### config.mk
export PLATFORM = sky130hd
export DESIGN_NAME = io_regs
export DESIGN_NICKNAME = d
export VERILOG_FILES = /design/src/logic/io_regs.sv
export SDC_FILE = /design/constraint.sdc
export NUM_CORES = 1
export LEC_CHECK = 0
export BUFFER_PORTS_ARGS = -buffer_cell sky130_fd_sc_hd__buf_4
export CORE_AREA = 2 2 39 41
export CTS_BUF_LIST = sky130_fd_sc_hd__clkbuf_8
export CTS_CLUSTER_SIZE = 14
export DETAILED_ROUTE_END_ITERATION = 12
export DIE_AREA = 0 0 41 43
export PLACE_DENSITY_LB_ADDON = 0.3
export SKIP_LAST_GASP = 1
export SYNTH_ARGS = -nofsm -noshare
export SYNTH_HDL_FRONTEND = slang
export SYNTH_SLANG_ARGS = --single-unit
### constraint.sdc
create_clock -name clk -period 1.07 [get_ports clk]
set_clock_uncertainty 0.1 [all_clocks]
set_input_delay 0.107 -clock clk [delete_from_list [all_inputs] [get_ports clk]]
set_output_delay 0.107 -clock clk [all_outputs]
set_load 0.01 [all_outputs]
### src/logic/io_regs.sv
/*
  LED register and one-byte uart staging.
  A new io_write must not arrive before io_done of the previous one.
*/
`timescale 1ns/1ps

module io_regs (
    input  logic       clk,
    input  logic       rst_n,
    input  logic       io_write,
    input  logic       io_sel_uart,  // 1 uart, 0 led
    input  logic [7:0] io_byte,
    output logic [3:0] led_value,
    output logic       io_done,
    output logic       tx_valid,
    output logic [7:0] tx_byte,
    input  logic       tx_ready
);

  logic led_done;  // led write finished last edge

  always_ff @(posedge clk) begin
    if (!rst_n) begin
      led_value <= 4'b0;
      led_done <= 1'b0;
      tx_valid <= 1'b0;
    end else begin
      led_done <= io_write && !io_sel_uart;
      if (io_write && !io_sel_uart) led_value <= io_byte[3:0];
      if (io_write && io_sel_uart) begin
        tx_valid <= 1'b1;  // held until uart_tx takes it
        tx_byte  <= io_byte;
      end else if (tx_valid && tx_ready) begin
        tx_valid <= 1'b0;
      end
    end
  end

  // uart write ends on the handoff cycle
  assign io_done = led_done || (tx_valid && tx_ready);

endmodule

# After elaboration in Yosys (flattened, before gate mapping)
# Cells that the tools add are included.
[totals]
wordCells = 13
inputBits = 13
reg_bits = 14
out_inout_bits = 14
[classes]
n_reduce_logical = 7
n_mux = 2
[ops]
columns = ["cell", "count"]
rows = [
  ["1-bit logical AND", 3],
  ["1-bit two-way mux", 2],
  ["2-bit AND reduction", 1],
  ["2-bit nonzero test", 1],
  ["1-bit logical NOT", 1],
  ["1-bit logical OR", 1],
]

# Depth between registers and ports, before layout
[depth]
ltp_word = 3
depth_mapped = 3
mapped_depth_nobuf = 2

# Worst setup path before layout
# Ideal clock, no wire load.
[synth_path]
path_type = "input -> register"
startpoint = "input port rst_n"
endpoint = "register tx_byte[0], enable pin"
path_buffers = 1
required_time_ps = 660
stages = 2
path_slack_ps = 133
setup_ps = 310
arrival_ps = 527
path_cell_list = "buf_2 > and3_2"
[synth_between]
elab_chain_cells = 1
[synth_lines]
columns = ["element", "line_no", "rtl"]
rows = [
  ["start, declared", "9", "input logic rst_n,"],
  ["2-bit AND reduction (no line)", "--", ""],
  ["end signal, assigned", "32", "tx_byte <= io_byte;"],
  ["end, declared", "16", "output logic [7:0] tx_byte,"],
]
# Every way passes these cells.
# A chain may end at the register's enable or synchronous reset.

# Worst setup path in the final report
[layout_path]
startpoint = "register tx_valid"
endpoint = "output port io_done"
[layout_between]
elab_chain_cells = 2
[layout_lines]
columns = ["element", "line_no", "rtl"]
rows = [
  ["start, declared", "15", "output logic tx_valid,"],
  ["start signal, assigned", "26", "tx_valid <= 1'b0;"],
  ["start signal, assigned", "31", "tx_valid <= 1'b1;"],
  ["start signal, assigned", "34", "tx_valid <= 1'b0;"],
  ["1-bit logical AND", "40", "assign io_done = led_done || (tx_valid && tx_ready);"],
  ["1-bit logical OR", "40", ""],
  ["end, declared", "14", "output logic io_done,"],
]
# Every way passes these cells.

==> impl_metrics.toml <==
[clock_network]
post-cts-setup-buffers = 0
cts.path.max_buffers = 2
clkTransAtPathRegs_ns = 0.06
cts_tree = "done"
cts_made_buffers = 3
worst_skew_pair.late_latency_ns = 0.23
clock-sinks = 14
h-tree-depth = 1
clock-root-buffer = "clkbuf_8"

[setup_path]
crit_path_max_fanout = 3
cp_data_arrival_time_ns = 0.83
path_class = "reg2out"
worst_ep_required_time_ns = 0.86
start_kind = "flip-flop"
cp-end-kind = "primary output"

[placed_design]
gp_congestion = 0.759
preCtsSetupSlack_ns = 0.155
dpl.cell_count = 78
io_buffer_count = 26

[yosys]
ys_seq_elements = 14
ys_types = 12
syn_inst = 36
syn_avg_cell_area_sq_um = 13.7
synth_warnings = 0
synth_nets = 49
synth_area_sq_um = 493
yosysSeqAreaShare_pct = 73.1

[floorplanning]
start_util_pct = 35.6
die_x_microns = 41
rows = 14
core-area_sq_mm = 0.00138
die_h_microns = 43
dieArea_sq_mm = 0.00176
num_io_pins = 27

[finish]
syn_to_final_growth_pct = 71.8
fin_cells = 91
fin_util_pct = 61.2
nNetsFinal = 89
n_antenna_cell = 0
drive_above_1_share_pct = 44.0
nFillCells = 110

[pwr]
vdd_ir_drop_max_mv = 0.893
seqPwrFrac_pct = 51.1
power_density_mw_per_mm2 = 1400
p_switching_mw = 0.238
intPower_mw = 0.949
clock_power_share_pct = 35.4
combPwrFrac_pct = 13.5
p_leak_nw = 0.382
p_sw_share_pct = 20.0

[sta]
fin_crit_sh_pct = 96.8
whs_ns = 0.0243
finalCriticalPeriod_ns = 1.04
fmax_mhz = 966
rsz0062_at_grt = "false"
finalHoldViolCount = 0
setup_viol = 0
fin_setup_tns_ns = 0
slew_headroom_pct = 87.4
slew_viol_final = 0
finalWorstSetupSlack_ns = 0.0343
tightest_slew_ns = 0.189

[global_routing]
grt_max_degree = 11
grt_pass1_vias = 370
antenna_found_initial = 0
grt.overflow.total = 0
track_usage_pct = 14.1
grt_first_pass_wirelength_mm = 1.61

[routing]
first_pass_iters = 3
viasPerCell = 4.25
drt_iter0_markers = 4
wl_mm = 1.03
wl_met2_microns = 543
wl_met1_microns = 411
met3_length_microns = 78
vias = 387
postRouteAntennaNets = 0
top_layer = "met3"
wl_per_cell_microns = 11.4
drcViolationCount = 0

[outcome]
outcome = "completed"

[worst_hold_path]
hold_class = "in2reg"

[flow_run]
cap_violations = 0
==> flip-flops by register name, summed over array words and instances (netlist names) <==
register,cells
led_done,1
led_value,4
tx_byte,8
tx_valid,1
==> through the flow <==
step / cell area [sq um] / power, mW
after global routing: 847 / 1.24
final: 847 / 1.19
after floorplan: 493 / 0.666
after global placement: 707 / 0.746
after CTS: 842 / 1.19
after detailed placement: 707 / 0.748
==> cell usage after synthesis <==
| master | instances | area share [%] |
|---|---|---|
| nand2_1 | 10 | 7.6 |
| edfxtp_1 | 8 | 49 |
| dfxtp_1 | 6 | 24 |
| mux2i_1 | 4 | 8.1 |
| a21boi_1 | 1 | 1.5 |
| a21o_1 | 1 | 1.5 |
| and3_2 | 1 | 1.5 |
| buf_2 | 1 | 1.0 |
| buf_6 | 1 | 2.3 |
| nand2b_1 | 1 | 1.3 |
| nor2_1 | 1 | 0.76 |
| nor2b_1 | 1 | 1.3 |
==> metal layers <==
metal	global-route usage [%]	vias up
met5	0	-
met4	6.00	0
met3	3.14	0
met2	21.6	13
met1	18.5	176
li1	-	198
==> final timing paths <==
| path | startpoint | endpoint | slack, ns | depth (start not counted) |
|---|---|---|---|---|
| hold reg to reg | led_value[0]$_SDFFE_PN0P_ | led_value[0]$_SDFFE_PN0P_ | 0.36 | 2 |
| setup reg to reg | tx_valid$_SDFFE_PN0P_ | tx_valid$_SDFFE_PN0P_ | 0.34 | 2 |
| setup / recovery | tx_valid$_SDFFE_PN0P_ | io_done | 0.03 | 2 |
| hold / removal | io_write | led_done$_SDFF_PN0_ | 0.02 | 3 |
==> cells in the final DEF (no fill, tap or decap), types with 3 or more instances in the layout <==
cell            n
dlygate4sd3_1   9
dfxtp_1         5
clkbuf_8        3
edfxtp_1        8
nand2_1        10
mux2i_1         4
buf_4          27
==> worst max-delay path, stage by stage, from the launching register on <==
cell,delay (ns)
dfxtp_2,0.32
a21o_1,0.16
buf_6,0.12
==> cell families (layout without fill, tap and decap cells) <==
kind of cell | Yosys count | after routing | share of synthesized area (%)
compound gates | 2 | 2 | 3.05
buf+inv | 2 | 41 | 3.30
mux | 4 | 4 | 8.12
flops | 14 | 14 | 73.1
simple gates | 14 | 14 | 12.4
==> cell type report <==
type / instances / area (sq um) / share of cell area, %
repair buffers: 37 / 304 / 35.9
flip-flops and latches: 14 / 362 / 42.7
clock inverters: 1 / 3.75 / 0.443
clock buffers: 3 / 41.3 / 4.87
well taps: 16 / 20.0 / 2.36
multi-input cells: 20 / 116 / 13.7
==> power groups by stage <==
stage                     combinational (mW)  sequential, mW  clock [mW]
after floorplan                       0.0361           0.629           0
after global placement                 0.130           0.617           0
after detailed placement               0.131           0.618           0
after CTS                              0.158           0.606       0.429
after global routing                   0.172           0.609       0.462
final                                  0.160           0.606       0.420
==> repair_timing <==
action,in CTS,in global routing
hold endpoints to repair,9,0
resized for setup,0,2
endpoints found under the setup margin,0,1
hold buffers,9,0
Power figures use the tool's default switching activity.
