$ cat config.mk
export PLATFORM = sky130hd
export DESIGN_NAME = uart_tx
export DESIGN_NICKNAME = d
export VERILOG_FILES = /design/src/logic/uart_tx.sv
export SDC_FILE = /design/constraint.sdc
export NUM_CORES = 1
export LEC_CHECK = 0
export BUFFER_PORTS_ARGS = -buffer_cell sky130_fd_sc_hd__buf_2
export CAP_MARGIN = 20
export CORE_MARGIN = 3
export CORE_UTILIZATION = 53
export DETAILED_ROUTE_END_ITERATION = 10
export PLACE_DENSITY_LB_ADDON = 0.2
export SYNTH_ARGS = -nofsm -noshare
export SYNTH_HDL_FRONTEND = slang
export SYNTH_SLANG_ARGS = --single-unit
$ cat constraint.sdc
create_clock -name clk -period 1.9 [get_ports clk]
set_clock_uncertainty 0.1 [all_clocks]
set_input_delay 0.38 -clock clk [delete_from_list [all_inputs] [get_ports clk]]
set_output_delay 0.38 -clock clk [all_outputs]
set_load 0.02 [all_outputs]
$ cat src/logic/uart_tx.sv
/*
  8N1 transmitter. ClockFrequencyHz/BaudRate clocks per bit, truncated.
  tx_ready is high only while the line is idle.
*/
`timescale 1ns/1ps

module uart_tx #(
    parameter int ClockFrequencyHz = 8_000_000,
    parameter int BaudRate = 1_000_000
) (
    input  logic       clk,
    input  logic       rst_n,
    input  logic       tx_valid,
    input  logic [7:0] tx_byte,
    output logic       tx_ready,
    output logic       uart_tx
);

  localparam int ClksPerBit = ClockFrequencyHz / BaudRate;
  localparam int CntBits = $clog2(ClksPerBit + 1);

  logic active;
  logic [CntBits-1:0] clk_cnt;
  logic [3:0] bits_left;  // data bits plus stop
  logic [8:0] shreg;  // {stop, data}

  assign tx_ready = !active;

  always_ff @(posedge clk) begin
    if (!rst_n) begin
      active <= 1'b0;
      uart_tx <= 1'b1;  // idle high
      clk_cnt <= '0;
      bits_left <= '0;
    end else if (!active) begin
      if (tx_valid) begin
        active <= 1'b1;
        uart_tx <= 1'b0;  // start bit
        shreg <= {1'b1, tx_byte};
        clk_cnt <= '0;
        bits_left <= 4'd9;
      end
    end else if (clk_cnt == CntBits'(ClksPerBit - 1)) begin
      clk_cnt <= '0;
      if (bits_left == 4'd0) begin
        active <= 1'b0;  // stop bit done
      end else begin
        uart_tx <= shreg[0];  // lsb first
        shreg <= {1'b1, shreg[8:1]};
        bits_left <= bits_left - 4'd1;
      end
    end else begin
      clk_cnt <= clk_cnt + 1'b1;
    end
  end

endmodule

[Word level (Yosys, flattened, before mapping)]
Index checks and enable logic that the tools add are counted.
Storage, ports and cells
  memories: 0
  register bits after elaboration: 19
  bits in writable memories: 0
  latch bits: 0
  ROM bits: 0
  output and inout port bits: 2
  input port bits: 11
  word-level logic and storage cells: 34
Operators by class
  add/sub/neg operators: 2
  $mul: 0
  shifts and indexed selects: 0
  equality and inequality tests: 3
  div/mod/pow operators: 0
  bitwise logic cells: 0
  magnitude comparators: 0
  reductions and logical operators: 5
  mux-type cells: 19
Operators by type and width (number)
  $mux 9: 4
  $mux 4: 7
  $mux 1: 8
  $add 4x1->4 const B: 1
  $eq 4x3->1 const B: 1
  $logic_not 4->1: 1
  $reduce_and 4->1: 1
  $sub 4x1->4 const B: 1
  $reduce_and 3->1: 1
  $ne 2x1->1 const B: 1
  $ne 2x2->1 const B: 1
  $reduce_bool 2->1: 1
  $logic_not 1->1: 1

[Logic depth before layout (Yosys ltp)]
  word-level depth: 4
  mapped depth: 5
  gate-level depth less buffers: 5

[Least setup slack after synthesis]
Ideal clock, no wire load.
  path type: reg-to-reg
  from: reg bits_left[0]
  to: reg shreg[0] (enable)
  required time: 1.523 ns
  stages on the path, launching flop included: 6
  path buffers: 0
  setup time: 0.277 ns
  arrival time: 1.358 ns
  setup slack: 0.165 ns
  path through: dfxtp_1 > inv_1 > ha_1 > nor3b_1 > o21ai_0 > and2_1
Between the ends
  longest elaborated chain between the ends: 3
Ends and longest elaborated chain
  from (decl): RTL line 24  | logic [3:0] bits_left;
  from (signal assigned): RTL line 50  | bits_left <= bits_left - 4'd1;
  $logic_not 4->1: RTL line 45  | if (bits_left == 4'd0) begin
  $ne 2x2->1 (no source line)
  $reduce_and 4->1 (no source line)
  to (signal assigned): RTL line 39  | shreg <= {1'b1, tx_byte};
  to (signal assigned): RTL line 49  | shreg <= {1'b1, shreg[8:1]};
  to (decl): RTL line 25  | logic [8:0] shreg;
Every way passes these cells.
A chain may end at the register's enable or synchronous reset.

[Worst setup path in the final report]
  from: reg bits_left[0]
  to: reg bits_left[3]
Between the ends
  longest elaborated chain between the ends: 4
Ends and longest elaborated chain
  $sub 4x1->4: RTL line 50
  $mux 4: RTL line 45
  $mux 4: RTL line 43  | end else if (clk_cnt == CntBits'(ClksPerBit - 1)) begin
  $mux 4: RTL line 35  | end else if (!active) begin
Several ways; a longest one is shown, not always the timed one. The select of a mux whose other input is x is not followed.

==> flow_summary.ini <==
[yosys]
synth-seq-cells = 18
ys_top_cells_by_area = edfxtp_1 29%, dfxtp_1 24%, mux2_2 9.5%
async_flop_share = 0
synth_top_cell_by_area = edfxtp_1
synthDistinctLibCells = 27
synth_nets = 85
netlist.area_leader.share = 0.289
avgSynthCellArea_sq_um = 11.5
synth_seq_area_share = 0.530
synth-main-ff-cell = dfxtp_1
syn_inst = 72
yosys_warnings = 0
synth.cell_area_sq_um = 831
synth-edff-count = 8

[setup_path]
crit_type = register to register
rrSetupSlack_ns = 0.10
end_kind = register
r2r_cells = 6
setup.worst_path.start_class = register
worstPathArrival_ns = 1.92
worstPathMaxFanout = 5
r2r-end = bits_left[3]$_SDFFE_PN0P_
cp.required_ns = 2.02
r2r_start = bits_left[0]$_SDFFE_PN0P_

[clock_network]
clkTransAtPathRegs_ns = 0.10
cts-buffers-inserted = 3
cts_tree = yes
insertion_delay_ns = 0.30
cts_hold_buf = 0
cts_root_buf = clkbuf_4
h-tree-depth = 1
clkSinkCount = 18
cts_buffer_depth = 2

[routing]
wl_per_cell_microns = 14.6
num_vias = 611
vias_per_cell = 5.82
drt_iter0_drc = 3
ant_nets = 0
wl_mm = 1.54
route.detailed.drc = 0
dr.pass1.iters = 5

[cells_and_area]
diodes = 0
fin_nets = 104
final_common_cell = buf_2
final_cells = 105
drive_gt1_frac = 0.344
area_delta_synth_final_pct = 15.2
mostFrequentLayoutCells = 12 x buf_2, 9 x dfxtp_1, 8 x edfxtp_1

[grt]
grt_max_degree = 11
grt_pass1_wl_mm = 2.79
grt_pass1_vias = 633
grt_usage = 0.193
gr-total-overflow = 0
antenna_found_initial = 0

[power]
vdd_ir_drop_max_uv = 522
p_leak_nw = 0.394
total_power_mw = 0.717
power_density_nw_per_um2 = 749

[timing]
hold_viol = 0
max_slew.worst_pin.slew_ns = 0.367
rsz0062_at_grt = false
fmax_ghz = 0.556
hold_slack_ns = 0.185
setup_violations = 0
fin_crit_sh = 0.946
report.final.slew_viol_count = 0
fin_tns_setup_ns = 0
period_minus_slack_ns = 1.80
slew_headroom = 0.755

[floorplan]
die_x_microns = 45.6
fp-row-count = 13
coreArea_sq_um = 1380
ios = 13
die-area_sq_um = 2080
start_util = 0.601
die-height_microns = 45.6

[flow_run]
maxCapViolations = 0

[min_path]
hp-class = primary input to register
min_delay_worst_endpoint = uart_tx$_SDFFE_PN1P_
min-delay-start = rst_n
whs_path_depth = 2

[place]
globalplace.congestion = 0.762
dp_cells = 101
hpwl_mm = 1.19
io_buffers = 12

[run_status]
status = finished clean
## through the flow
stage,utilization,cell area (sq um),setup WS [ns]
after floorplan,-,831,0.165
final,0.692,957,0.102
after global placement,0.671,928,0.125
after CTS,0.690,955,0.0183
after detailed placement,0.671,928,0.0521
after global routing,0.692,957,0.00144
## sequential cells by signal, indices dropped and copies added, names as in the netlist
| name | cells |
|---|---|
| active | 1 |
| bits_left | 4 |
| clk_cnt | 4 |
| shreg | 8 |
| uart_tx | 1 |
## power by group
part           leakage [nW]  switching (mW)  total, mW  internal [mW]
logic                 0.223          0.0430     0.0869         0.0439
registers             0.156          0.0127      0.436          0.423
clock network        0.0150           0.113      0.195         0.0817
total                 0.394           0.169      0.717          0.549
## Yosys cell counts, types with 2 or more instances
cell type	instances
dfxtp_1	10
edfxtp_1	8
mux2_2	7
a21oi_1	6
inv_1	6
nand3_1	4
nor2_1	3
o211ai_1	3
or3_1	3
a211oi_1	2
ha_1	2
nor3b_1	2
o21ai_0	2
## worst max-delay path, cell delays in order, from the launching register on
cell and delay [ns]:
dfxtp_2 0.36, inv_1 0.04, ha_1 0.22, nor3b_1 0.16
buf_4 0.15, or4_1 0.51, a31oi_1 0.17
## final cells by class
class	count	area [sq um]
tap	15	18.8
fill	109	425
timing repair buffer	16	90.1
clock buffer	4	26.3
sequential	18	442
multi-input combinational	46	358
inverter	6	22.5
## cell families (layout without fill, tap and decap cells)
| kind of cell | after synthesis | in the layout | share of synthesized area |
|---|---|---|---|
| AND/OR/NAND/NOR | 21 | 21 | 0.179 |
| flip-flops | 18 | 18 | 0.530 |
| AO/OA/AOI/OAI | 15 | 15 | 0.113 |
| multiplexers | 8 | 8 | 0.107 |
| buffers and inverters | 8 | 26 | 0.0407 |
| adder cells (fa/ha/maj) | 2 | 2 | 0.0301 |
## routing by layer
layer / vias to the layer above / routed length [microns] / global-route usage
li1: 305 / - / -
met1: 277 / 654 / 0.223
met2: 20 / 736 / 0.309
met3: 9 / 78 / 0.0514
met4: 0 / 65 / 0.129
met5: - / 0 / 0
## what timing repair did
item,in CTS,in global routing
endpoints found under the setup margin,0,9
buffers inserted,0,0
gates resized for setup,0,2
## worst max path at each step
stage | startpoint | to | depth (start not counted)
CTS | bits_left[0]$_SDFFE_PN0P_ | shreg[2]$_DFFE_PP_ | 5
finish | bits_left[0]$_SDFFE_PN0P_ | bits_left[3]$_SDFFE_PN0P_ | 6
detailed placement | bits_left[0]$_SDFFE_PN0P_ | shreg[2]$_DFFE_PP_ | 5
global placement | bits_left[0]$_SDFFE_PN0P_ | shreg[7]$_SDFFCE_PP1P_ | 5
floorplan | bits_left[0]$_SDFFE_PN0P_ | shreg[0]$_DFFE_PP_ | 5
global route | clk_cnt[0]$_SDFFE_PN0N_ | bits_left[3]$_SDFFE_PN0P_ | 5
(Power assumes the default switching activity.)
