==> src/logic/ramio_bus_pkg.sv <==
/*
  Encodings of the requester bus, the burst command port and the I/O map.
  Addresses at or above ADDR_UART_OUT are I/O, everything else is RAM.
*/

package ramio_bus_pkg;

  // load type, bit 2 selects zero extension
  typedef enum logic [2:0] {
    RT_NONE   = 3'd0,
    RT_BYTE   = 3'd1,
    RT_HALF   = 3'd2,
    RT_WORD   = 3'd3,
    RT_BYTE_U = 3'd5,
    RT_HALF_U = 3'd6
  } read_type_t;

  typedef enum logic [1:0] {
    WT_NONE = 2'd0,
    WT_BYTE = 2'd1,
    WT_HALF = 2'd2,
    WT_WORD = 2'd3
  } write_type_t;

  // burst ram commands, same sense as the psram controller
  localparam logic BR_CMD_READ = 1'b0;
  localparam logic BR_CMD_WRITE = 1'b1;

  // --------------------
  // i/o map, top of the address space
  localparam logic [31:0] ADDR_LED = 32'hFFFF_FFFF;  // low 4 bits drive led
  localparam logic [31:0] ADDR_UART_OUT = 32'hFFFF_FFFE;  // byte write sends

endpackage

==> src/logic/ramio.sv <==
/*
  Requester bus bridge. One access at a time; enable while busy is ignored.
  Misaligned or line-crossing accesses are undefined.
  Only ADDR_LED is readable on the I/O side, other I/O reads return 0.
*/
`timescale 1ns/1ps

module ramio
  import ramio_bus_pkg::*;
#(
    parameter int RamAddressBitWidth = 12
) (
    input  logic                          clk,
    input  logic                          rst_n,
    // requester bus
    input  logic                          enable,
    input  read_type_t                    read_type,
    input  write_type_t                   write_type,
    input  logic [                  31:0] address,
    input  logic [                  31:0] data_in,
    output logic [                  31:0] data_out,
    output logic                          data_out_ready,
    output logic                          busy,
    // cache side
    output logic                          c_enable,
    output logic                          c_write,
    output logic [RamAddressBitWidth-4:0] c_line_address,
    output logic [                  63:0] c_wr_data,
    output logic [                   7:0] c_wr_mask,
    input  logic [                  63:0] c_rd_data,
    input  logic                          c_done,
    // i/o side
    output logic                          io_write,
    output logic                          io_sel_uart,
    output logic [                   7:0] io_byte,
    input  logic                          io_done,
    input  logic [                   3:0] led_value
);

  typedef enum logic [1:0] {ST_IDLE, ST_CACHE, ST_IO_WR, ST_IO_RD} state_t;

  state_t state;
  read_type_t rd_type_q;  // load type of the access in flight
  logic [2:0] off_q;  // byte offset inside the line
  logic is_io;
  logic [63:0] wr_lanes;
  logic [7:0] wr_mask;
  logic [63:0] rd_shift;
  logic [31:0] load_value;

  assign is_io = address >= ADDR_UART_OUT;

  // replicate store data over all lanes, mask picks the live ones
  always_comb begin
    case (write_type)
      WT_BYTE: begin
        wr_lanes = {8{data_in[7:0]}};
        wr_mask  = 8'h01 << address[2:0];
      end
      WT_HALF: begin
        wr_lanes = {4{data_in[15:0]}};
        wr_mask  = 8'h03 << address[2:0];
      end
      WT_WORD: begin
        wr_lanes = {2{data_in}};
        wr_mask  = 8'h0f << address[2:0];
      end
      default: begin
        wr_lanes = '0;
        wr_mask  = '0;
      end
    endcase
  end

  // load lanes down to bit 0, then extend
  assign rd_shift = c_rd_data >> {off_q, 3'b000};

  always_comb begin
    case (rd_type_q)
      RT_BYTE:   load_value = {{24{rd_shift[7]}}, rd_shift[7:0]};
      RT_HALF:   load_value = {{16{rd_shift[15]}}, rd_shift[15:0]};
      RT_BYTE_U: load_value = {24'b0, rd_shift[7:0]};
      RT_HALF_U: load_value = {16'b0, rd_shift[15:0]};
      default:   load_value = rd_shift[31:0];  // word
    endcase
  end

  always_ff @(posedge clk) begin
    if (!rst_n) begin
      state <= ST_IDLE;
      busy <= 1'b0;
      data_out_ready <= 1'b0;
      c_enable <= 1'b0;
      io_write <= 1'b0;
    end else begin
      data_out_ready <= 1'b0;  // pulses
      c_enable <= 1'b0;
      io_write <= 1'b0;
      case (state)
        ST_IDLE: begin
          if (enable) begin
            busy <= 1'b1;
            rd_type_q <= read_type;
            off_q <= address[2:0];
            io_sel_uart <= address == ADDR_UART_OUT;
            io_byte <= data_in[7:0];
            if (is_io) begin
              io_write <= write_type != WT_NONE;
              state <= (write_type != WT_NONE) ? ST_IO_WR : ST_IO_RD;
            end else begin
              c_enable <= 1'b1;
              c_write <= write_type != WT_NONE;
              c_line_address <= address[RamAddressBitWidth-1:3];  // wraps mod ram size
              c_wr_data <= wr_lanes;
              c_wr_mask <= wr_mask;
              state <= ST_CACHE;
            end
          end
        end
        ST_CACHE: begin
          if (c_done) begin
            busy <= 1'b0;
            data_out_ready <= !c_write;
            data_out <= load_value;
            state <= ST_IDLE;
          end
        end
        ST_IO_WR: begin
          if (io_done) begin  // uart waits here for tx handoff
            busy <= 1'b0;
            state <= ST_IDLE;
          end
        end
        default: begin  // ST_IO_RD, led answered locally
          data_out <= io_sel_uart ? 32'b0 : {28'b0, led_value};
          data_out_ready <= 1'b1;
          busy <= 1'b0;
          state <= ST_IDLE;
        end
      endcase
    end
  end

endmodule

==> config.mk <==
export PLATFORM = sky130hd
export DESIGN_NAME = ramio
export DESIGN_NICKNAME = d
export VERILOG_FILES = /design/src/logic/ramio_bus_pkg.sv /design/src/logic/ramio.sv
export SDC_FILE = /design/constraint.sdc
export NUM_CORES = 1
export LEC_CHECK = 0
export ABC_AREA = 1
export BUFFER_PORTS_ARGS = -buffer_cell sky130_fd_sc_hd__buf_2
export CORE_UTILIZATION = 48
export DETAILED_ROUTE_END_ITERATION = 7
export PLACE_DENSITY = 0.77
export SLEW_MARGIN = 25
export SYNTH_ARGS = -nofsm -noshare
export SYNTH_HDL_FRONTEND = slang
export SYNTH_SLANG_ARGS = --single-unit
==> constraint.sdc <==
create_clock -name clk -period 6.8 [get_ports clk]
set_clock_uncertainty 0.15 [all_clocks]
set_input_delay 0.34 -clock clk [delete_from_list [all_inputs] [get_ports clk]]
set_output_delay 0.34 -clock clk [all_outputs]
set_load 0.005 [all_outputs]
Word-level counts from Yosys, hierarchy flattened
Index checks and enable logic that the tools add are counted.
{"block": "word_totals", "register_bits": 135}
{"block": "classes", "n_lt_le_gt_ge": 1, "n_eq_ne": 13, "n_shift": 4, "mux": 19, "bitwise": 2, "reduce_logical": 9}
{"cell": "64-bit one-hot mux with 3 select lines", "n": 1}
{"cell": "32-bit one-hot mux with 4 select lines", "n": 1}
{"cell": "32-bit one-hot mux with 2 select lines", "n": 1}
{"cell": "64-bit by 6-bit >> shifter with 32-bit output", "n": 1}
{"cell": "32-bit equality test, second input constant", "n": 1}
{"cell": "32-bit >= comparator, second input constant", "n": 1}
{"cell": "32-bit 2-to-1 mux", "n": 1}
{"cell": "8-bit one-hot mux with 3 select lines", "n": 1}
{"cell": "3-bit AND reduction", "n": 3}
{"cell": "2-bit 2-to-1 mux", "n": 4}
{"cell": "4-bit AND reduction", "n": 2}
{"cell": "1-bit by 3-bit left shift with 8-bit output, first input constant", "n": 1}
{"cell": "2-bit by 3-bit left shift with 8-bit output, first input constant", "n": 1}
{"cell": "4-bit by 3-bit left shift with 8-bit output, first input constant", "n": 1}
{"cell": "2-bit equality test, second input constant", "n": 3}
{"cell": "3-bit equality test, second input constant", "n": 2}
{"cell": "1-bit 2-to-1 mux", "n": 6}
{"cell": "2-bit inequality test, second input constant", "n": 3}
{"cell": "2-bit one-hot mux with 3 select lines", "n": 1}
{"cell": "2-bit by 1-bit equality test with 1-bit output, second input constant", "n": 2}
{"cell": "4-bit 2-to-1 mux", "n": 1}
{"cell": "3-bit by 1-bit equality test with 1-bit output, second input constant", "n": 1}
{"cell": "3-bit by 2-bit equality test with 1-bit output, second input constant", "n": 1}
{"cell": "1-bit one-hot mux with 3 select lines", "n": 1}
{"cell": "other kinds (6)", "n": 7}

Logic depth before layout (Yosys ltp)
{"block": "logic_depth", "depth_word": 5, "depth_mapped": 12}

Least setup slack after synthesis
OpenSTA, ideal clock, no wires.
{"block": "synth_path", "kind": "register -> register", "startpoint": "reg state[1]", "endpoint": "reg c_line_address[0], enable pin", "setup_time_ps": 474, "arrival_ps": 4283, "t_required_ps": 6176, "setup_slack_ps": 1893, "path_stages_with_launch": 6, "path_buffers": 0, "path_cell_list": "dfxtp_1 -> nor2_1 -> inv_1 -> nor3_1 -> inv_1 -> a21oi_1"}
{"block": "synth_between", "elab_chain_cells": 2}
{"element": "start: declaration", "line": "ramio.sv:42", "text": "state_t state;"}
{"element": "start signal: assignment", "line": "ramio.sv:109", "text": "state <= (write_type != WT_NONE) ? ST_IO_WR : ST_IO_RD;"}
{"element": "2-bit logical NOT", "line": "ramio.sv:99", "text": "case (state)"}
{"element": "4-bit AND reduction (no line)"}
{"element": "end signal: assignment", "line": "ramio.sv:113", "text": "c_line_address <= address[RamAddressBitWidth-1:3];"}
{"element": "end: declaration", "line": "ramio.sv:27", "text": "output logic [RamAddressBitWidth-4:0] c_line_address,"}
Every way passes these cells.
A chain may end at the register's enable or synchronous reset.

Worst setup path after layout
{"block": "layout_path", "startpoint": "reg off_q[0]", "endpoint": "reg data_out[27], data pin"}
{"block": "layout_between", "elab_chain_cells": 4}
{"element": "start: declaration", "line": "ramio.sv:44", "text": "logic [2:0] off_q;"}
{"element": "start signal: assignment", "line": "ramio.sv:104", "text": "off_q <= address[2:0];"}
{"element": "64-bit by 6-bit >> shifter with 32-bit output", "line": "ramio.sv:76", "text": "assign rd_shift = c_rd_data >> {off_q, 3'b000};"}
{"element": "32-bit one-hot mux with 4 select lines", "line": "ramio.sv:79", "text": "case (rd_type_q)"}
{"element": "32-bit 2-to-1 mux", "line": "ramio.sv:121", "text": "if (c_done) begin"}
{"element": "32-bit one-hot mux with 2 select lines", "line": "ramio.sv:99"}
{"element": "end signal: assignment", "line": "ramio.sv:124", "text": "data_out <= load_value;"}
{"element": "end signal: assignment", "line": "ramio.sv:135", "text": "data_out <= io_sel_uart ? 32'b0 : {28'b0, led_value};"}
{"element": "end: declaration", "line": "ramio.sv:21", "text": "output logic [ 31:0] data_out,"}
Every way passes these cells. The select of a mux whose other input is x is not followed.

==> summary.txt <==
Synth
  – Compound-gate portion of the synthesized area: 0.0607
  – Simple logic cell fraction of the synthesized area: 0.326
  – Mean post-synth cell area: 7.89 um^2
  – Post-Synth Adder-Cell Area: 0
  – Leading area contributor after synthesis: edfxtp_1
  – Mapped cell area: 6080 um^2
  – Synth cell types: 27
  – Synth top area share: 0.479
  – Top cells by area, synth: edfxtp_1 (48%), nand2_1 (18%), nand3_1 (11%), buf_4 (4.3%), inv_1 (3.7%)
  – XOR/XNOR Fraction of Synth Area: 0
  – Largest family of logic cells by synthesized area: simple AND/OR/NAND/NOR gates
  – Mux cell area share after synthesis: 0
  – FF+latch count, synth: 103
  – Synth Instances: 771
  – Synth Net Count: 913
  – Synth warn: 0
  – Sequential element share of the synthesized area: 0.499

Drt
  – Via count: 5,933
  – WL/cell: 15.1 um
  – DRT iter0 DRCs: 461
  – DRC: 0
  – Antenna viol nets, final: 0
  – Pre-antenna DRT Iters: 5
  – Via/cell ratio: 5.11
  – WL final: 17,500 um

Setup path
  – Number of cells on the critical path: 12
  – Buf+Inv Stages, Crit Path: 4
  – Crit Reg-Reg Endpoint: data_out[27]
  – CP delay by family, top: buffers and inverters
  – CP Launch Type: flop
  – CP peak stage delay: 840 ps
  – CP arrival: 3120 ps
  – Crit path required time: 6750 ps
  – Setup CP Type: flop to flop
  – R2R Setup Slk: 3630 ps
  – CP Max Fanout: 69
  – Register-to-Register Path Depth: 12
  – Critical-path top delay cell: clkinv_2
  – Reg2reg start: off_q[0]
  – Critical Path Most Common Cell: nand2_1
  – Worst setup EP type: flop
  – Crit-path cells: buf_4, clkinv_2, nand2_1, nand2_1, nand2_1, nand2_1, inv_2, nand2_2, nand2_4, nand3_1, nand2_1, inv_1

Clock tree
  – # clock sinks: 103
  – Clock Tree Root: clkbuf_16
  – CTS Buffer Depth: 2
  – Worst-path clk slew: 70 ps
  – CTS tree: done
  – Total CTS buffers: 9
  – H-Tree Depth: 3
  – Post-CTS sizing: 0
  – Worst skew pair latency: 340 ps
  – Hold Buf Count CTS: 0
  – Postcts setup bufs: 0

STA
  – Slew @ Worst Pin: 950 ps
  – Minimum clock period: 3170 ps
  – Final period utilization: 0.467
  – FMAX: 315 MHz
  – Endpoints failing setup: 0
  – Post-route setup TNS: 0 ps
  – Final worst setup slack: 3630 ps
  – Unrepaired setup endpoints after global routing: false
  – Final hold violations: 0
  – Final slew viol count: 0
  – Rel. slew slack: 0.366

Floorplanning
  – # rows: 40
  – Die area: 13,100 um^2
  – I/O pin count: 269
  – Chip width: 115 um
  – Die H: 115 um
  – Initial Util: 0.500
  – Core area: 12,200 um^2

Worst hold path
  – Hold depth: 1
  – Hold endpoint: rd_type_q[0]
  – Worst Hold Launch: read_type[0]
  – HP Class: primary input to flop

Final layout
  – P&R area growth vs syn: 24.4%
  – Share of cells above drive strength 1: 0.318
  – Commonest non-fill, non-tap cell in the layout: nand2_1
  – Fin nets: 1,129
  – Fin util: 0.622
  – Most frequent cells in the layout: nand2_1 (290), buf_2 (268), nand3_1 (131), edfxtp_1 (97), inv_1 (60)

Global routing
  – First-pass GRT wire length: 26,400 um
  – Total Routing Usage GR: 0.268
  – Number of global-route vias before repair: 5,460
  – Pin count of the biggest net entering global routing: 70
  – Grt ovf: 0
  – Initial antenna violation count: 1

Outcome
  – Status: complete, no violations

Placement
  – Port Buffers: 268
  – Post-place setup slack: 3870 ps
  – GPL Wtd Cong: 0.904
  – Post-DP HPWL: 13,300 um

Power and ir drop
  – Cell Pwr Density: 200 nW/um^2
  – Peak VDD IR: 0.000180 V
  – Leak Pwr: 0.00374 uW

Run
  – MaxCap Viol Count: 0
-- cells in the mapped netlist, drive strengths merged --
cell and n:
nand2 296, nand3 131, edfxtp 97, inv 65, buf 61, nor2 42, o21ai 27, a21oi 19
o211ai 8, clkbuf 7, dfxtp 6, nor3 4, a31oi 3, o22ai 3, clkinv 1, or2 1
-- metrics by stage --
| step | cell area [um^2] | hold WS (ps) | total power [uW] | std cells |
|---|---|---|---|---|
| 6_report | 7560 | 18.9 | 1510 | 1161 |
| 2_1_floorplan | 6080 | 289 | 897 | 771 |
| 5_1_grt | 7560 | 1.47 | 1580 | 1161 |
| 4_1_cts | 7560 | 12.7 | 1520 | 1160 |
| 3_5_place_dp | 7250 | 345 | 1000 | 1144 |
| 3_3_place_gp | 7230 | 337 | 995 | 1143 |
-- sequential cells by signal (all words and copies together) (netlist names) --
| name | count |
|---|---|
| c_write | 1 |
| off_q | 3 |
| state | 2 |
| c_enable | 1 |
| io_sel_uart | 1 |
| io_write | 1 |
| c_wr_mask | 8 |
| c_line_address | 9 |
| data_out_ready | 1 |
| data_out | 32 |
| busy | 1 |
| io_byte | 8 |
| rd_type_q | 3 |
| c_wr_data | 32 |
-- where the power goes --
part | internal (uW) | total [uW] | switching [uW]
combinational | 96.7 | 248 | 151
sequential | 728 | 740 | 12.2
clock | 299 | 526 | 227
total | 1120 | 1510 | 390
-- kinds of logic after synthesis --
group,count (synthesis)
AOI/OAI and AO/OA,60
and+or+nand+nor,474
DFF,103
buffers and inverters,134
-- layer usage --
| metal | global-route usage | up-vias | wire length, um |
|---|---|---|---|
| met5 | 0 | - | 0 |
| met4 | 0.103 | 0 | 527 |
| met3 | 0.0625 | 37 | 1090 |
| met2 | 0.480 | 234 | 8960 |
| met1 | 0.309 | 2724 | 6930 |
| li1 | - | 2938 | - |
-- worst max path at each step --
stage / endpoint / from / slack, ps
2_1_floorplan: c_line_address[0] / state[1] / 1890
3_3_place_gp: data_out[29] / off_q[1] / 3870
3_5_place_dp: data_out[5] / state[0] / 3870
4_1_cts: data_out[20] / state[0] / 3850
5_1_grt: data_out[27] / off_q[0] / 3340
6_report: data_out[27] / off_q[0] / 3630
-- final cells by class --
cell class	count	area [um^2]
diodes	1	2.50
clock buffers	11	243
clock inverters	5	63.8
fillers	1113	4600
inverters	66	249
multi-input cells	534	2380
flip-flops and latches	103	3030
well taps	168	210
repair buffers	273	1390
(Power assumes the default switching activity.)
