===== src/logic/ramio_bus_pkg.sv =====
/*
  Encodings of the requester bus, the burst command port and the I/O map.
  Addresses at or above ADDR_UART_OUT are I/O, everything else is RAM.
*/

package ramio_bus_pkg;

  // load type, bit 2 selects zero extension
  typedef enum logic [2:0] {
    RT_NONE   = 3'd0,
    RT_BYTE   = 3'd1,
    RT_HALF   = 3'd2,
    RT_WORD   = 3'd3,
    RT_BYTE_U = 3'd5,
    RT_HALF_U = 3'd6
  } read_type_t;

  typedef enum logic [1:0] {
    WT_NONE = 2'd0,
    WT_BYTE = 2'd1,
    WT_HALF = 2'd2,
    WT_WORD = 2'd3
  } write_type_t;

  // burst ram commands, same sense as the psram controller
  localparam logic BR_CMD_READ = 1'b0;
  localparam logic BR_CMD_WRITE = 1'b1;

  // --------------------
  // i/o map, top of the address space
  localparam logic [31:0] ADDR_LED = 32'hFFFF_FFFF;  // low 4 bits drive led
  localparam logic [31:0] ADDR_UART_OUT = 32'hFFFF_FFFE;  // byte write sends

endpackage


===== src/logic/line_cache.sv =====
/*
  Direct-mapped write-back cache of 64-bit lines over the burst ram port.
  c_ inputs must stay stable from c_enable until c_done.
  Hit answers in one cycle; a dirty miss writes back before the fill.
*/
`timescale 1ns/1ps

module line_cache
  import ramio_bus_pkg::*;
#(
    parameter int RamAddressBitWidth = 12,
    parameter int CacheLineIndexBitWidth = 3
) (
    input  logic                          clk,
    input  logic                          rst_n,
    // requester side
    input  logic                          c_enable,
    input  logic                          c_write,
    input  logic [RamAddressBitWidth-4:0] c_line_address,
    input  logic [                  63:0] c_wr_data,
    input  logic [                   7:0] c_wr_mask,
    output logic [                  63:0] c_rd_data,
    output logic                          c_done,
    // burst ram side
    output logic                          br_cmd,
    output logic                          br_cmd_en,
    output logic [RamAddressBitWidth-4:0] br_addr,
    output logic [                  63:0] br_wr_data,
    input  logic [                  63:0] br_rd_data,
    input  logic                          br_rd_data_valid
);

  localparam int LineAddrBits = RamAddressBitWidth - 3;
  localparam int IdxBits = CacheLineIndexBitWidth;
  localparam int TagBits = LineAddrBits - IdxBits;
  localparam int Lines = 2 ** IdxBits;

  typedef enum logic [1:0] {CL_IDLE, CL_EVICT, CL_FILL} state_t;

  state_t state;
  logic [63:0] line_data[Lines];
  logic [TagBits-1:0] line_tag[Lines];
  logic [Lines-1:0] line_valid;
  logic [Lines-1:0] line_dirty;
  logic [IdxBits-1:0] idx;
  logic [TagBits-1:0] tag;
  logic hit;

  assign idx = c_line_address[IdxBits-1:0];
  assign tag = c_line_address[LineAddrBits-1:IdxBits];
  assign hit = line_valid[idx] && (line_tag[idx] == tag);

  // byte-wise merge of store data into a line
  function automatic logic [63:0] merge(input logic [63:0] old_line, input logic [63:0] new_line,
                                        input logic [7:0] mask);
    logic [63:0] res;
    res = old_line;
    for (int i = 0; i < 8; i++) begin
      if (mask[i]) res[i*8+:8] = new_line[i*8+:8];
    end
    return res;
  endfunction

  always_ff @(posedge clk) begin
    if (!rst_n) begin
      state <= CL_IDLE;
      line_valid <= '0;  // all lines invalid
      line_dirty <= '0;
      br_cmd <= BR_CMD_READ;
      br_cmd_en <= 1'b0;
      c_done <= 1'b0;
    end else begin
      br_cmd_en <= 1'b0;  // single-cycle command
      c_done <= 1'b0;
      case (state)
        CL_IDLE: begin
          if (c_enable) begin
            if (hit) begin
              c_rd_data <= line_data[idx];
              c_done <= 1'b1;
              if (c_write) begin
                line_data[idx] <= merge(line_data[idx], c_wr_data, c_wr_mask);
                line_dirty[idx] <= 1'b1;
              end
            end else if (line_valid[idx] && line_dirty[idx]) begin
              // victim goes out first
              br_cmd_en <= 1'b1;
              br_cmd <= BR_CMD_WRITE;
              br_addr <= {line_tag[idx], idx};
              br_wr_data <= line_data[idx];
              state <= CL_EVICT;
            end else begin
              br_cmd_en <= 1'b1;
              br_cmd <= BR_CMD_READ;
              br_addr <= c_line_address;
              state <= CL_FILL;
            end
          end
        end
        CL_EVICT: begin
          // write was taken last cycle, request the new line
          br_cmd_en <= 1'b1;
          br_cmd <= BR_CMD_READ;
          br_addr <= c_line_address;
          line_dirty[idx] <= 1'b0;
          state <= CL_FILL;
        end
        default: begin  // CL_FILL
          if (br_rd_data_valid) begin
            line_data[idx] <= c_write ? merge(br_rd_data, c_wr_data, c_wr_mask) : br_rd_data;
            line_tag[idx] <= tag;
            line_valid[idx] <= 1'b1;
            line_dirty[idx] <= c_write;  // stores land in the cache only
            c_rd_data <= br_rd_data;
            c_done <= 1'b1;
            state <= CL_IDLE;
          end
        end
      endcase
    end
  end

endmodule


===== config.mk =====
export PLATFORM = sky130hd
export DESIGN_NAME = line_cache
export DESIGN_NICKNAME = d
export VERILOG_FILES = /design/src/logic/ramio_bus_pkg.sv /design/src/logic/line_cache.sv
export SDC_FILE = /design/constraint.sdc
export NUM_CORES = 1
export LEC_CHECK = 0
export BUFFER_PORTS_ARGS = -buffer_cell sky130_fd_sc_hd__buf_2
export CAP_MARGIN = 30
export CORE_MARGIN = 2
export CORE_UTILIZATION = 55
export CTS_BUF_LIST = sky130_fd_sc_hd__clkbuf_4
export CTS_CLUSTER_SIZE = 24
export DETAILED_ROUTE_END_ITERATION = 6
export PLACE_DENSITY_LB_ADDON = 0.05
export SYNTH_ARGS = -nofsm -noshare
export SYNTH_HDL_FRONTEND = slang
export SYNTH_SLANG_ARGS = --single-unit

===== constraint.sdc =====
create_clock -name clk -period 13.4 [get_ports clk]
set_input_delay 1.34 -clock clk [delete_from_list [all_inputs] [get_ports clk]]
set_output_delay 1.34 -clock clk [all_outputs]
set_load 0.03 [all_outputs]

# == Word level (Yosys, flattened, before mapping) ==
# Memories as Yosys holds them, arrays and structs flattened.
# Cells that the tools add are included.
# totals
n_memories,2
ff_bits,158
mem_bits_rw,560
# memory_table
memory,depth,width,rd,rd_ports_with_merged_regs,wr,line_no,source
line_data,8,64,1,0,1,line_cache.sv:41,logic [63:0] line_data[Lines];
line_tag,8,6,1,0,1,line_cache.sv:42,logic [TagBits-1:0] line_tag[Lines];
# op_classes
bitwise_logic,8
n_lt_le_gt_ge,2
n_eq_ne,6
n_reduce_logical,15
n_mux,127
# op_table
op,n
$mux 8,84
$mux 64,5
$pmux 64 s2,1
$mux 9,3
$mux 1,20
$pmux 9 s2,1
$or 8x8->8,2
$pmux 8 s2,1
$reduce_and 5->1,2
$and 8x8->8,1
$bwmux 8,1
$mux 2,4
$ne 2x2->1 const B,4
$not 8->8,1
$reduce_and 4->1,2
$bmux 1 s3,2
$eq 6x6->1,1
$pmux 1 s2,3
$reduce_and 3->1,2
$lt 3x4->1 const B,1
$pmux 2 s2,1
$reduce_bool 2->1,2
$demux 1 s3,1
$ge 3x1->1 const B,1
8 further kinds,12

# == Logic depth before layout (Yosys ltp) ==
# Gate-level depths: netlist (run 1).
# logic_depth
ltp_word,9
mapped_depth,11
mapped_depth_nobuf,7

# == Worst setup path before layout (run 1) ==
# Ideal clock, no wire load.
# synth_timing
path_type,input -> register
startpoint,input port c_line_address[2]
endpoint,register br_wr_data[0] (read register of line_data) (enable)
arrival_time_ns,9.382
slack_ns,3.346
stages,8
setup_ns,0.672
cell_sequence,buf_2 > buf_2 > nor2b_1 > and2_1 > buf_2 > a22oi_1 > a41oi_1 > nor4b_1
# synth_between
elab_chain_cells,5
word_cells_on_any_way,10
cone_classes,1 x eq/ne; 4 x mux; 1 x bitwise; 3 x reduce/logical; 1 x memory
# synth_lines
item,line_no,source
from (decl),line_cache.sv:19,"input logic [RamAddressBitWidth-4:0] c_line_address,"
$mem_v2 8x6 or $bmux 1 s3 (tied branches),n/a,
$eq 6x6->1 or $mux 1 (tied branches),"line_cache.sv:51, line_cache.sv:85",
$logic_and 1x1->1,line_cache.sv:51,assign hit = line_valid[idx] && (line_tag[idx] == tag);
$not 1->1 (no line),n/a,
$reduce_and 5->1 (no line) (*),n/a,
to (decl),line_cache.sv:28,"output logic [ 63:0] br_wr_data,"
# Mark *: on every way between the ends. The rest lies on a longest branch, timed or not. The select of a mux whose other input is x is not followed.
# A chain may end at the register's enable or synchronous reset.

# == Final worst setup path (run 1) ==
# layout_timing
startpoint,input port c_line_address[0]
endpoint,memory line_data[2][52] (enable)
# layout_between
elab_chain_cells,9
word_cells_on_any_way,11
cone_classes,1 x eq/ne; 7 x mux; 1 x bitwise; 1 x reduce/logical; 1 x memory
# layout_lines
item,line_no,source
$mem_v2 8x6 or $bmux 1 s3 (tied branches),n/a,
$eq 6x6->1 or $mux 1 (tied branches),line_cache.sv:51,
$logic_and 1x1->1,line_cache.sv:51,
$mux 1,line_cache.sv:78,if (hit) begin
$mux 1,line_cache.sv:77,if (c_enable) begin
$mux 1,line_cache.sv:75,case (state)
$mux 1,line_cache.sv:65,if (!rst_n) begin
$mux 1 (implied by the code),line_cache.sv:82,"line_data[idx] <= merge(line_data[idx], c_wr_data, c_wr_mask);"
$or 1x1->1 (no line),n/a,
to (decl),line_cache.sv:41,
# Several ways; a longest one is shown, not always the timed one. The select of a mux whose other input is x is not followed.

==> impl_metrics.tcl, run 1 <==
set metrics [dict create \
    track_usage 0.271 \
    finalSetupViolations 0 \
    ys.flop_type "edfxtp_1" \
    ys_seq_area_frac 0.773 \
    async_reset_ff_frac 0 \
    cap_viol_max_count 0 \
    finClkSkew_ps 35.7 \
    core_um2 49900 \
    cp_top_family "simple AND/OR/NAND/NOR gates" \
    cts_hold_buf 0 \
    ctsResizeCount 0 \
    drt-initial-drc-count 1780 \
    synthToLayoutAreaGrowth_pct 16.9 \
    htreeDepth 4 \
    antenna_found_initial 4 \
    synth.distinct_cells 48 \
    root_buffer "clkbuf_4" \
    initial_utilization 0.554 \
    clockBufferDepth 3 \
    maxSlewHeadroom 0.288 \
    rows 82 \
    worst-endpoint-arrival_ps 5520 \
    slowest_stage "nor2_4" \
    routedWlPerCell_um 23.4 \
    vias_per_cell 5.92 \
    synth_xor_area_frac 0.00159 \
    syn_nets 1923 \
    ys_warn_count 0 \
    gp_congestion 0.800 \
    cp_num_buf_inv 3 \
    fp.dieW_um 228 \
    synth_edf_count 697 \
    drc 0 \
    synthSimpleGateAreaFrac 0.0665 \
    synth_top_family_by_area "compound AO/OA/AOI/OAI gates" \
    grt_first_pass_wirelength_um 105000 \
    io_buffers 289 \
    cp-start-kind "input port" \
    fin_setup_tns_ps 0 \
    finish.net_count 2312 \
    cellPowerDensity_nw_per_um2 144 \
    ys_top_cells_by_area "edfxtp_1, a22oi_1, nand2_1, o21ai_0, and4_1" \
    antenna_left 0 \
    crit_path_end_kind "register" \
    grt_overflow 0 \
    synth-compound-area-share 0.120 \
    tritoncts "yes" \
    leakage_uw 0.0112 \
    path_class "input port to register" \
    hp-class "register to register" \
    final_area_um2 32300 \
    grt_setup_unrepaired "no" \
    synth_fa_ha_area_frac 0 \
    synthesis.area_um2 27600 \
    grt_pass1_vias 17700 \
    path_max_fanout 40 \
    utilization 0.647 \
    cp_data_required_time_ps 14020 \
    io_pins 290 \
    finalCriticalPeriod_ps 4910 \
    yosys.area.top_type "edfxtp_1" \
    crit_path_cell_trace "buf_2 -> mux2_2 -> o22ai_1 -> nor3_1 -> or3b_2 -> nor4b_4 -> a21oi_2 -> buf_8 -> nor2_4 -> buf_4" \
    report.final.slew_viol_count 0 \
    wl_um 69500 \
    finalHoldViolCount 0 \
    syn_inst 1773 \
    max_stage_delay_ps 710 \
    die_y_um 228 \
    grt_max_degree 85 \
    path_clk_slew_ps 60 \
    r2r_setup_slack_ps 9270 \
    ys_ff_latch 718 \
    yosysTopAreaCellShare 0.758 \
    tightest_slew_ps 1070 \
    fmax_ghz 0.204 \
    placed_area_um2 30000 \
    status "complete, no violations" \
    fin_crit_sh 0.366 \
    synthMuxAreaShare 0.0137 \
    dr.pass1.iters 6 \
    dp_hpwl_um 40000 \
    die-area_um2 52000 \
    cts_sinks 718 \
    peakVddDrop_mv 0.0891 \
    syn_area_per_cell_um2 15.6 \
    drive_gt1_frac 0.277 \
    postCtsSetupRepairBufs 0 \
    via_count 17600 \
    cts_buffers 180 \
    clk_latency_ps 1010 \
]
-- final cells by class --
type / instances / area, µm²
clock buffer: 256 / 1920
clock inverter: 57 / 329
multi-input combinational: 875 / 5710
tap: 672 / 841
antenna: 2 / 5.00
sequential: 718 / 21400
timing repair buffer: 324 / 1880
fill: 3739 / 17600
inverter: 63 / 236
-- cells in the mapped netlist (2+ instances only) --
cell type	instances
a21o_1	8
a21oi_1	33
a221oi_1	7
a22o_1	7
a22oi_1	269
a31oi_1	36
a32oi_1	5
and2_1	7
and3_1	10
and4_1	53
buf_1	17
buf_2	8
clkbuf_1	91
dfxtp_1	21
edfxtp_1	697
inv_1	63
mux2_2	4
mux2i_1	6
mux4_2	11
nand2_1	167
nand2b_1	5
nand3_1	3
nand4_1	4
nand4b_1	8
nor2_1	56
nor2b_1	2
nor3_1	40
o211a_1	3
o21ai_0	101
o221ai_1	8
o31ai_1	2
or2_2	2
xnor2_1	4
-- sequential cells by signal, indices dropped and copies added, names as in the netlist, named ones only --
register / count
br_addr: 9
br_cmd: 1
br_cmd_en: 1
br_wr_data: 64
c_done: 1
c_rd_data: 64
line_data: 512
line_tag: 48
line_valid: 8
state: 2
-- routing by layer --
layer	share of wire	global-route usage
met3	0.088	0.0705
met5	0.00019	0
met4	0.017	0.0907
met1	0.41	0.373
met2	0.48	0.426
-- logic make-up (layout without fill, tap and decap cells) --
family                    after synthesis  after routing
DFF                                   718            718
AOI/OAI and AO/OA                     485            485
and+or+nand+nor                       363            363
buffers and inverters                 180            700
muxes                                  22             22
xor gates and xnor gates                5              5
other                                   0              2
-- through the flow --
step | instances | hold slack, ps | worst slack [ps] | power (µW)
floorplan | 1773 | 421 | 3350 | 2760
global placement | 2641 | 432 | 7350 | 2880
detailed placement | 2649 | 437 | 7370 | 2890
CTS | 2962 | 449 | 8440 | 4670
global route | 2967 | 461 | 8290 | 4830
finish | 2967 | 449 | 8490 | 4640
-- cell usage in the layout, fill, tap and decap left out, drive strengths merged, types with 2 or more instances in the layout --
| cell type | netlist | layout |
|---|---|---|
| a21o | 8 | 8 |
| a21oi | 33 | 33 |
| a221oi | 7 | 7 |
| a22o | 7 | 7 |
| a22oi | 269 | 269 |
| a31oi | 36 | 36 |
| a32oi | 5 | 5 |
| and2 | 8 | 8 |
| and3 | 10 | 10 |
| and4 | 53 | 53 |
| buf | 26 | 324 |
| bufinv | 0 | 4 |
| clkbuf | 91 | 256 |
| clkinv | 0 | 49 |
| dfxtp | 21 | 21 |
| diode | 0 | 2 |
| edfxtp | 697 | 697 |
| inv | 63 | 66 |
| mux2 | 4 | 4 |
| mux2i | 6 | 6 |
| mux4 | 12 | 12 |
| nand2 | 167 | 167 |
| nand2b | 5 | 5 |
| nand3 | 3 | 3 |
| nand4 | 4 | 4 |
| nand4b | 8 | 8 |
| nor2 | 56 | 56 |
| nor2b | 2 | 2 |
| nor3 | 40 | 40 |
| nor4b | 2 | 2 |
| o211a | 3 | 3 |
| o21ai | 102 | 102 |
| o221ai | 8 | 8 |
| o31ai | 2 | 2 |
| or2 | 2 | 2 |
| xnor2 | 4 | 4 |
-- path summary, 6_finish.rpt --
kind	from	end	cells past startpoint
min	line_valid[2]	line_valid[2]	1
max reg2reg	line_tag[1][3]	line_data[2][52]	9
max	c_line_address[0]	line_data[2][52]	10
min reg2reg	line_valid[2]	line_valid[2]	1
-- where the power goes --
part / total [µW] / internal, µW / leakage, µW / switching, µW
combinational: 311 / 90.4 / 0.00338 / 221
clock: 1800 / 952 / 0.00134 / 847
sequential: 2530 / 2520 / 0.00649 / 5.29
-- worst register-to-register path, cell delays in order, from the launching register on --
cell and delay [ps]:
edfxtp_1 370, mux4_1 510, mux2i_1 220, xnor2_1 100, nor3_1 230, nor4b_4 490, a21oi_2 180, buf_8 200
nor2_4 720, buf_4 720
(Power assumes the default switching activity.)
==> run 2: changes to the inputs <==
clock period = 4.4 ns   (was 13.4 ns; I/O delays follow)
==> impl_metrics.tcl, run 2 (synthesis gave the netlist of run 1 again) <==
set metrics [dict create \
    internal_power_uw 11000 \
    layout_common_cells "edfxtp_1, buf_2, a22oi_1" \
    fin_crit_sh 0.763 \
    track_usage 0.289 \
    initial_utilization 0.554 \
    finClkSkew_ps 48.3 \
    drive_gt1_frac 0.273 \
    fp.dieW_um 228 \
    cts_buffers 179 \
    cts_sinks 718 \
    cp-start-kind "input port" \
    holdPathEnd "line_data[6][31]" \
    report.final.slew_viol_count 0 \
    grt_setup_unrepaired "no" \
    worst-endpoint-arrival_ps 4180 \
    io_pins 290 \
    p_comb_frac 0.078 \
    via_count 18400 \
    r2r_cells 7 \
    cellPowerDensity_nw_per_um2 422 \
    largest_register_ffs 512 \
    grt_pass1_vias 18800 \
    antenna_left 0 \
    netSwitchingPower_uw 3330 \
    peakVddDrop_mv 0.262 \
    synthToLayoutAreaGrowth_pct 23.0 \
    dp_cells 2686 \
    worstHoldPathCells 3 \
    finalCriticalPeriod_ps 3360 \
    min_from "c_wr_data[31]" \
    r2r-start "state[1]" \
    finalHoldViolCount 0 \
    wl_um 74300 \
    root_buffer "clkbuf_4" \
    slowest_stage "dlygate4sd3_1" \
    io_buffers 289 \
    clockBufferDepth 3 \
    placed_area_um2 30300 \
    cp_top_family "buffers and inverters" \
    routedWlPerCell_um 23.8 \
    swShare 0.233 \
    clk_latency_ps 1050 \
    finalSetupViolations 0 \
    use_met3 0.0734 \
    grtUsageMet2 0.460 \
    final_area_um2 34000 \
    largest_register "line_data" \
    crit_path_cell_trace "dlygate4sd3_1 -> buf_2 -> buf_4 -> and3_4 -> buf_4 -> a22oi_1 -> and4_1 -> nor3_1 -> a31oi_1 -> nand2_1 -> dlygate4sd3_1" \
    grt_max_degree 70 \
    rows 82 \
    cap_viol_max_count 0 \
    grt_first_pass_wirelength_um 112000 \
    fin_cells 3122 \
    tritoncts "yes" \
    use_met1 0.394 \
    die_y_um 228 \
    drt-initial-drc-count 2142 \
    grt.busiest_layer "met2" \
    r2r_setup_slack_ps 1190 \
    core_um2 49900 \
    vias_per_cell 5.91 \
    max_stage_delay_ps 690 \
    gp_congestion 0.791 \
    cp_data_required_time_ps 5220 \
    finish.net_count 2487 \
    drc 0 \
    path_max_fanout 32 \
    crit_path_end_kind "register" \
    path_clk_slew_ps 60 \
    pwr-share-seq 0.537 \
    layout_commonest_cell "edfxtp_1" \
    fmax_ghz 0.298 \
    cp_num_buf_inv 5 \
    grt_overflow 0 \
    leakage_uw 0.0119 \
    dr.pass1.iters 5 \
    maxSlewHeadroom 0.302 \
    r2r_end "line_data[3][41]" \
    hp-class "input port to register" \
    antenna_found_initial 1 \
    htreeDepth 4 \
    power_frac_clock 0.385 \
    reg.largest.list "line_data x512, br_wr_data x64, c_rd_data x64" \
    tightest_slew_ps 1050 \
    status "complete, no violations" \
    path_class "input port to register" \
    die-area_um2 52000 \
    ctsResizeCount 0 \
    dp_hpwl_um 42000 \
]
[run 2: worst max-delay path by stage]
stage | end | cells past startpoint | start
floorplan | line_data[0][0] | 8 | c_line_address[0]
global placement | line_data[6][8] | 9 | c_line_address[0]
detailed placement | line_data[6][40] | 9 | c_line_address[0]
CTS | line_data[6][45] | 10 | c_line_address[0]
global route | line_data[4][3] | 11 | c_line_address[0]
finish | line_data[7][3] | 11 | c_line_address[0]
[run 2: power groups by stage]
stage | clock network, µW | registers, µW | logic, µW
6_report | 5510 | 7700 | 1120
5_1_grt | 5970 | 7700 | 1220
4_1_cts | 5600 | 7700 | 1110
3_5_place_dp | 0 | 7840 | 1010
3_3_place_gp | 0 | 7840 | 989
2_1_floorplan | 0 | 7910 | 502
[run 2: worst register-to-register path, stage by stage, from the launching register on]
cell and delay, ps:
dfxtp_1 430, and3_4 620, nand2b_2 510, and2_1 430, a22oi_1 170, o21ai_0 90
dlygate4sd3_1 560, buf_4 160
[run 2: metrics by stage]
| stage | setup WS [ps] | TNS, ps | util | power [µW] | hold slack, ps |
|---|---|---|---|---|---|
| 5_1_grt | 877 | 0 | 0.681 | 14900 | 38.9 |
| 6_report | 1040 | 0 | 0.681 | 14300 | 78.7 |
| 3_5_place_dp | 458 | 0 | 0.608 | 8850 | 437 |
| 2_1_floorplan | -1100 | -562050 | - | 8410 | 421 |
| 4_1_cts | 1010 | 0 | 0.680 | 14400 | 7.27 |
| 3_3_place_gp | 449 | 0 | 0.608 | 8830 | 430 |
[run 2: layout make-up]
type / instances / area, µm²
flip-flops and latches: 718 / 21400
fillers: 3534 / 15900
multi-input cells: 875 / 5710
repair buffers: 500 / 3610
clock buffers: 248 / 1860
well taps: 672 / 841
clock inverters: 42 / 334
inverters: 63 / 236
diodes: 4 / 10.0
[run 2: timing repair]
| action | in CTS | in global routing |
|---|---|---|
| endpoints found under the hold margin | 627 | 0 |
| setup buffers | 0 | 0 |
| hold buffers | 139 | 0 |
[run 2: metal layers]
metal / wire, µm / share of wire / vias up
li1: - / - / 8256
met1: 31300 / 0.42 / 9250
met2: 35900 / 0.48 / 809
met3: 5580 / 0.075 / 133
met4: 1550 / 0.021 / 0
met5: 0 / 0 / -
==> run 3: changes to the inputs <==
ABC_AREA = 1   (was not set)
clock period = 2.76 ns   (was 4.4 ns; I/O delays follow)
==> impl_metrics.tcl, run 3 <==
set metrics [dict create \
    routedWlPerCell_um 21.3 \
    vias_per_cell 5.65 \
    grt_overflow 0 \
    antenna_left 0 \
    io_pins 290 \
    async_reset_ff_frac 0 \
    maxSlewHeadroom 0.367 \
    cp-start-kind "input port" \
    layout_commonest_cell "edfxtp_1" \
    track_usage 0.298 \
    drc 0 \
    grt_first_pass_wirelength_um 119000 \
    grt_pass1_vias 20700 \
    synthesis.area_um2 28400 \
    grt_setup_unrepaired "no" \
    synth.distinct_cells 35 \
    path_max_fanout 30 \
    drt-initial-drc-count 1929 \
    worst-endpoint-arrival_ps 3410 \
    largest_register_ffs 512 \
    synth_edf_count 697 \
    synthTopCellsByCount "edfxtp_1, nand2_1, o21ai_0, inv_1, nor2_1" \
    finClkSkew_ps 54.8 \
    fin_crit_sh 0.970 \
    cts_buffers 178 \
    clk_latency_ps 1030 \
    ys_seq_area_frac 0.751 \
    yosysTopAreaCellShare 0.736 \
    fmax_ghz 0.373 \
    tritoncts "yes" \
    fin_cells 3688 \
    rows 83 \
    path_class "input port to register" \
    ys_top_cells_by_area "edfxtp_1, o21ai_0, nand2_1, a221oi_1, inv_1" \
    htreeDepth 4 \
    cp_data_required_time_ps 3490 \
    via_count 20800 \
    layout_common_cells "edfxtp_1, nand2_1, o21ai_0" \
    io_buffers 289 \
    finalHoldViolCount 0 \
    syn_inst 2150 \
    die-area_um2 53500 \
    root_buffer "clkbuf_4" \
    initial_utilization 0.555 \
    grt_max_degree 73 \
    gp_congestion 0.867 \
    core_um2 51200 \
    peakVddDrop_mv 0.413 \
    yosys.area.top_type "edfxtp_1" \
    dp_hpwl_um 49700 \
    antenna_found_initial 1 \
    syn_nets 2300 \
    clockBufferDepth 3 \
    ys_warn_count 0 \
    leakage_uw 0.0138 \
    finalCriticalPeriod_ps 2680 \
    synthToLayoutAreaGrowth_pct 27.6 \
    dp_cells 3204 \
    crit_path_end_kind "register" \
    drive_gt1_frac 0.265 \
    cts_sinks 718 \
    cap_viol_max_count 0 \
    fp.dieW_um 231 \
    utilization 0.708 \
    tightest_slew_ps 940 \
    synth_most_common_cell "edfxtp_1" \
    status "complete, no violations" \
    cellPowerDensity_nw_per_um2 637 \
    largest_register "line_data" \
    syn_area_per_cell_um2 13.2 \
    finish.net_count 3012 \
    report.final.slew_viol_count 0 \
    wl_um 78400 \
    finalSetupViolations 0 \
    ys_ff_latch 718 \
    ys.flop_type "edfxtp_1" \
    dr.pass1.iters 6 \
    hp-class "input port to register" \
    path_clk_slew_ps 60 \
    reg.largest.list "line_data x512, br_wr_data x64, c_rd_data x64" \
    die_y_um 231 \
]
-- run 3: changes by cell type in the layout (fill, tap and decap cells not counted), sizes merged, moves of 70 or more --
cell    before  now
a22oi      269   51
o21ai      102  301
nand2      167  349
buf        361  490
inv         68  173
nor2        56  129
a221oi       7   77
-- run 3: area by class of cell --
class	count	area, µm²
antenna	5	12.5
clock buffer	256	1920
clock inverter	65	334
fill	3576	14900
inverter	167	631
multi-input combinational	1150	6060
sequential	718	21400
tap	680	851
timing repair buffer	647	5110
-- run 3: logic make-up (layout without fill, tap and decap cells) --
group	count (synthesis)	in the layout	share of synthesized area
AO/OA/AOI/OAI	581	581	0.126
buffers and inverters	282	1135	0.0401
flip-flops	718	718	0.751
other	0	5	0
AND/OR/NAND/NOR	569	569	0.0826
-- run 3: power breakdown --
group,leakage [µW],total [µW],internal (µW),switching (µW)
Combinational,0.00595,2100,788,1320
Clock,0.00135,8720,4550,4170
Sequential,0.00646,12300,12300,28.2
Total,0.0138,23100,17600,5510
-- run 3: through the flow --
step / hold slack (ps) / cell area [µm²] / TNS [ps] / power (µW) / setup WS, ps
3_3_place_gp: 436 / 32400 / -3720 / 14400 / -113
5_1_grt: 74.6 / 36300 / 0 / 24000 / 12.2
4_1_cts: 5.17 / 36200 / 0 / 23300 / 152
2_1_floorplan: 375 / 28500 / -249700 / 13500 / -450
6_report: 89.2 / 36300 / 0 / 23100 / 81.5
3_5_place_dp: 445 / 32400 / -17750 / 14400 / -142
-- run 3: final timing paths --
path,from,endpoint,slack (ps),depth (start not counted)
setup / recovery,c_line_address[2],line_data[4][48],80,13
hold / removal,c_wr_mask[3],line_data[6][31],90,3
setup reg to reg,line_valid[0],line_data[5][1],180,16
hold reg to reg,line_valid[5],line_valid[5],460,2
-- run 3: worst max-delay path, stage by stage --
cell and delay [ps]:
dlygate4sd3_1 520, buf_2 170, inv_1 80, nand2_1 270, nor2_4 70, buf_12 200, a22o_1 230, a221oi_1 390
nand2_1 220, nor2_1 140, o21ai_0 80, dlygate4sd3_1 570, buf_4 170
-- run 3: timing repair --
action / in CTS / in global routing
gates resized for setup: 0 / 3
hold buffers: 157 / 0
endpoints found under the hold margin: 663 / 0
endpoints found under the setup margin: 0 / 32
setup buffers: 0 / 1
-- run 3: layer usage --
metal / up-vias / track usage / wire [µm]
met5: - / 0 / 0
met4: 0 / 0.0956 / 1490
met3: 115 / 0.0637 / 6560
met2: 1039 / 0.464 / 36900
met1: 10200 / 0.422 / 33400
li1: 9534 / - / -
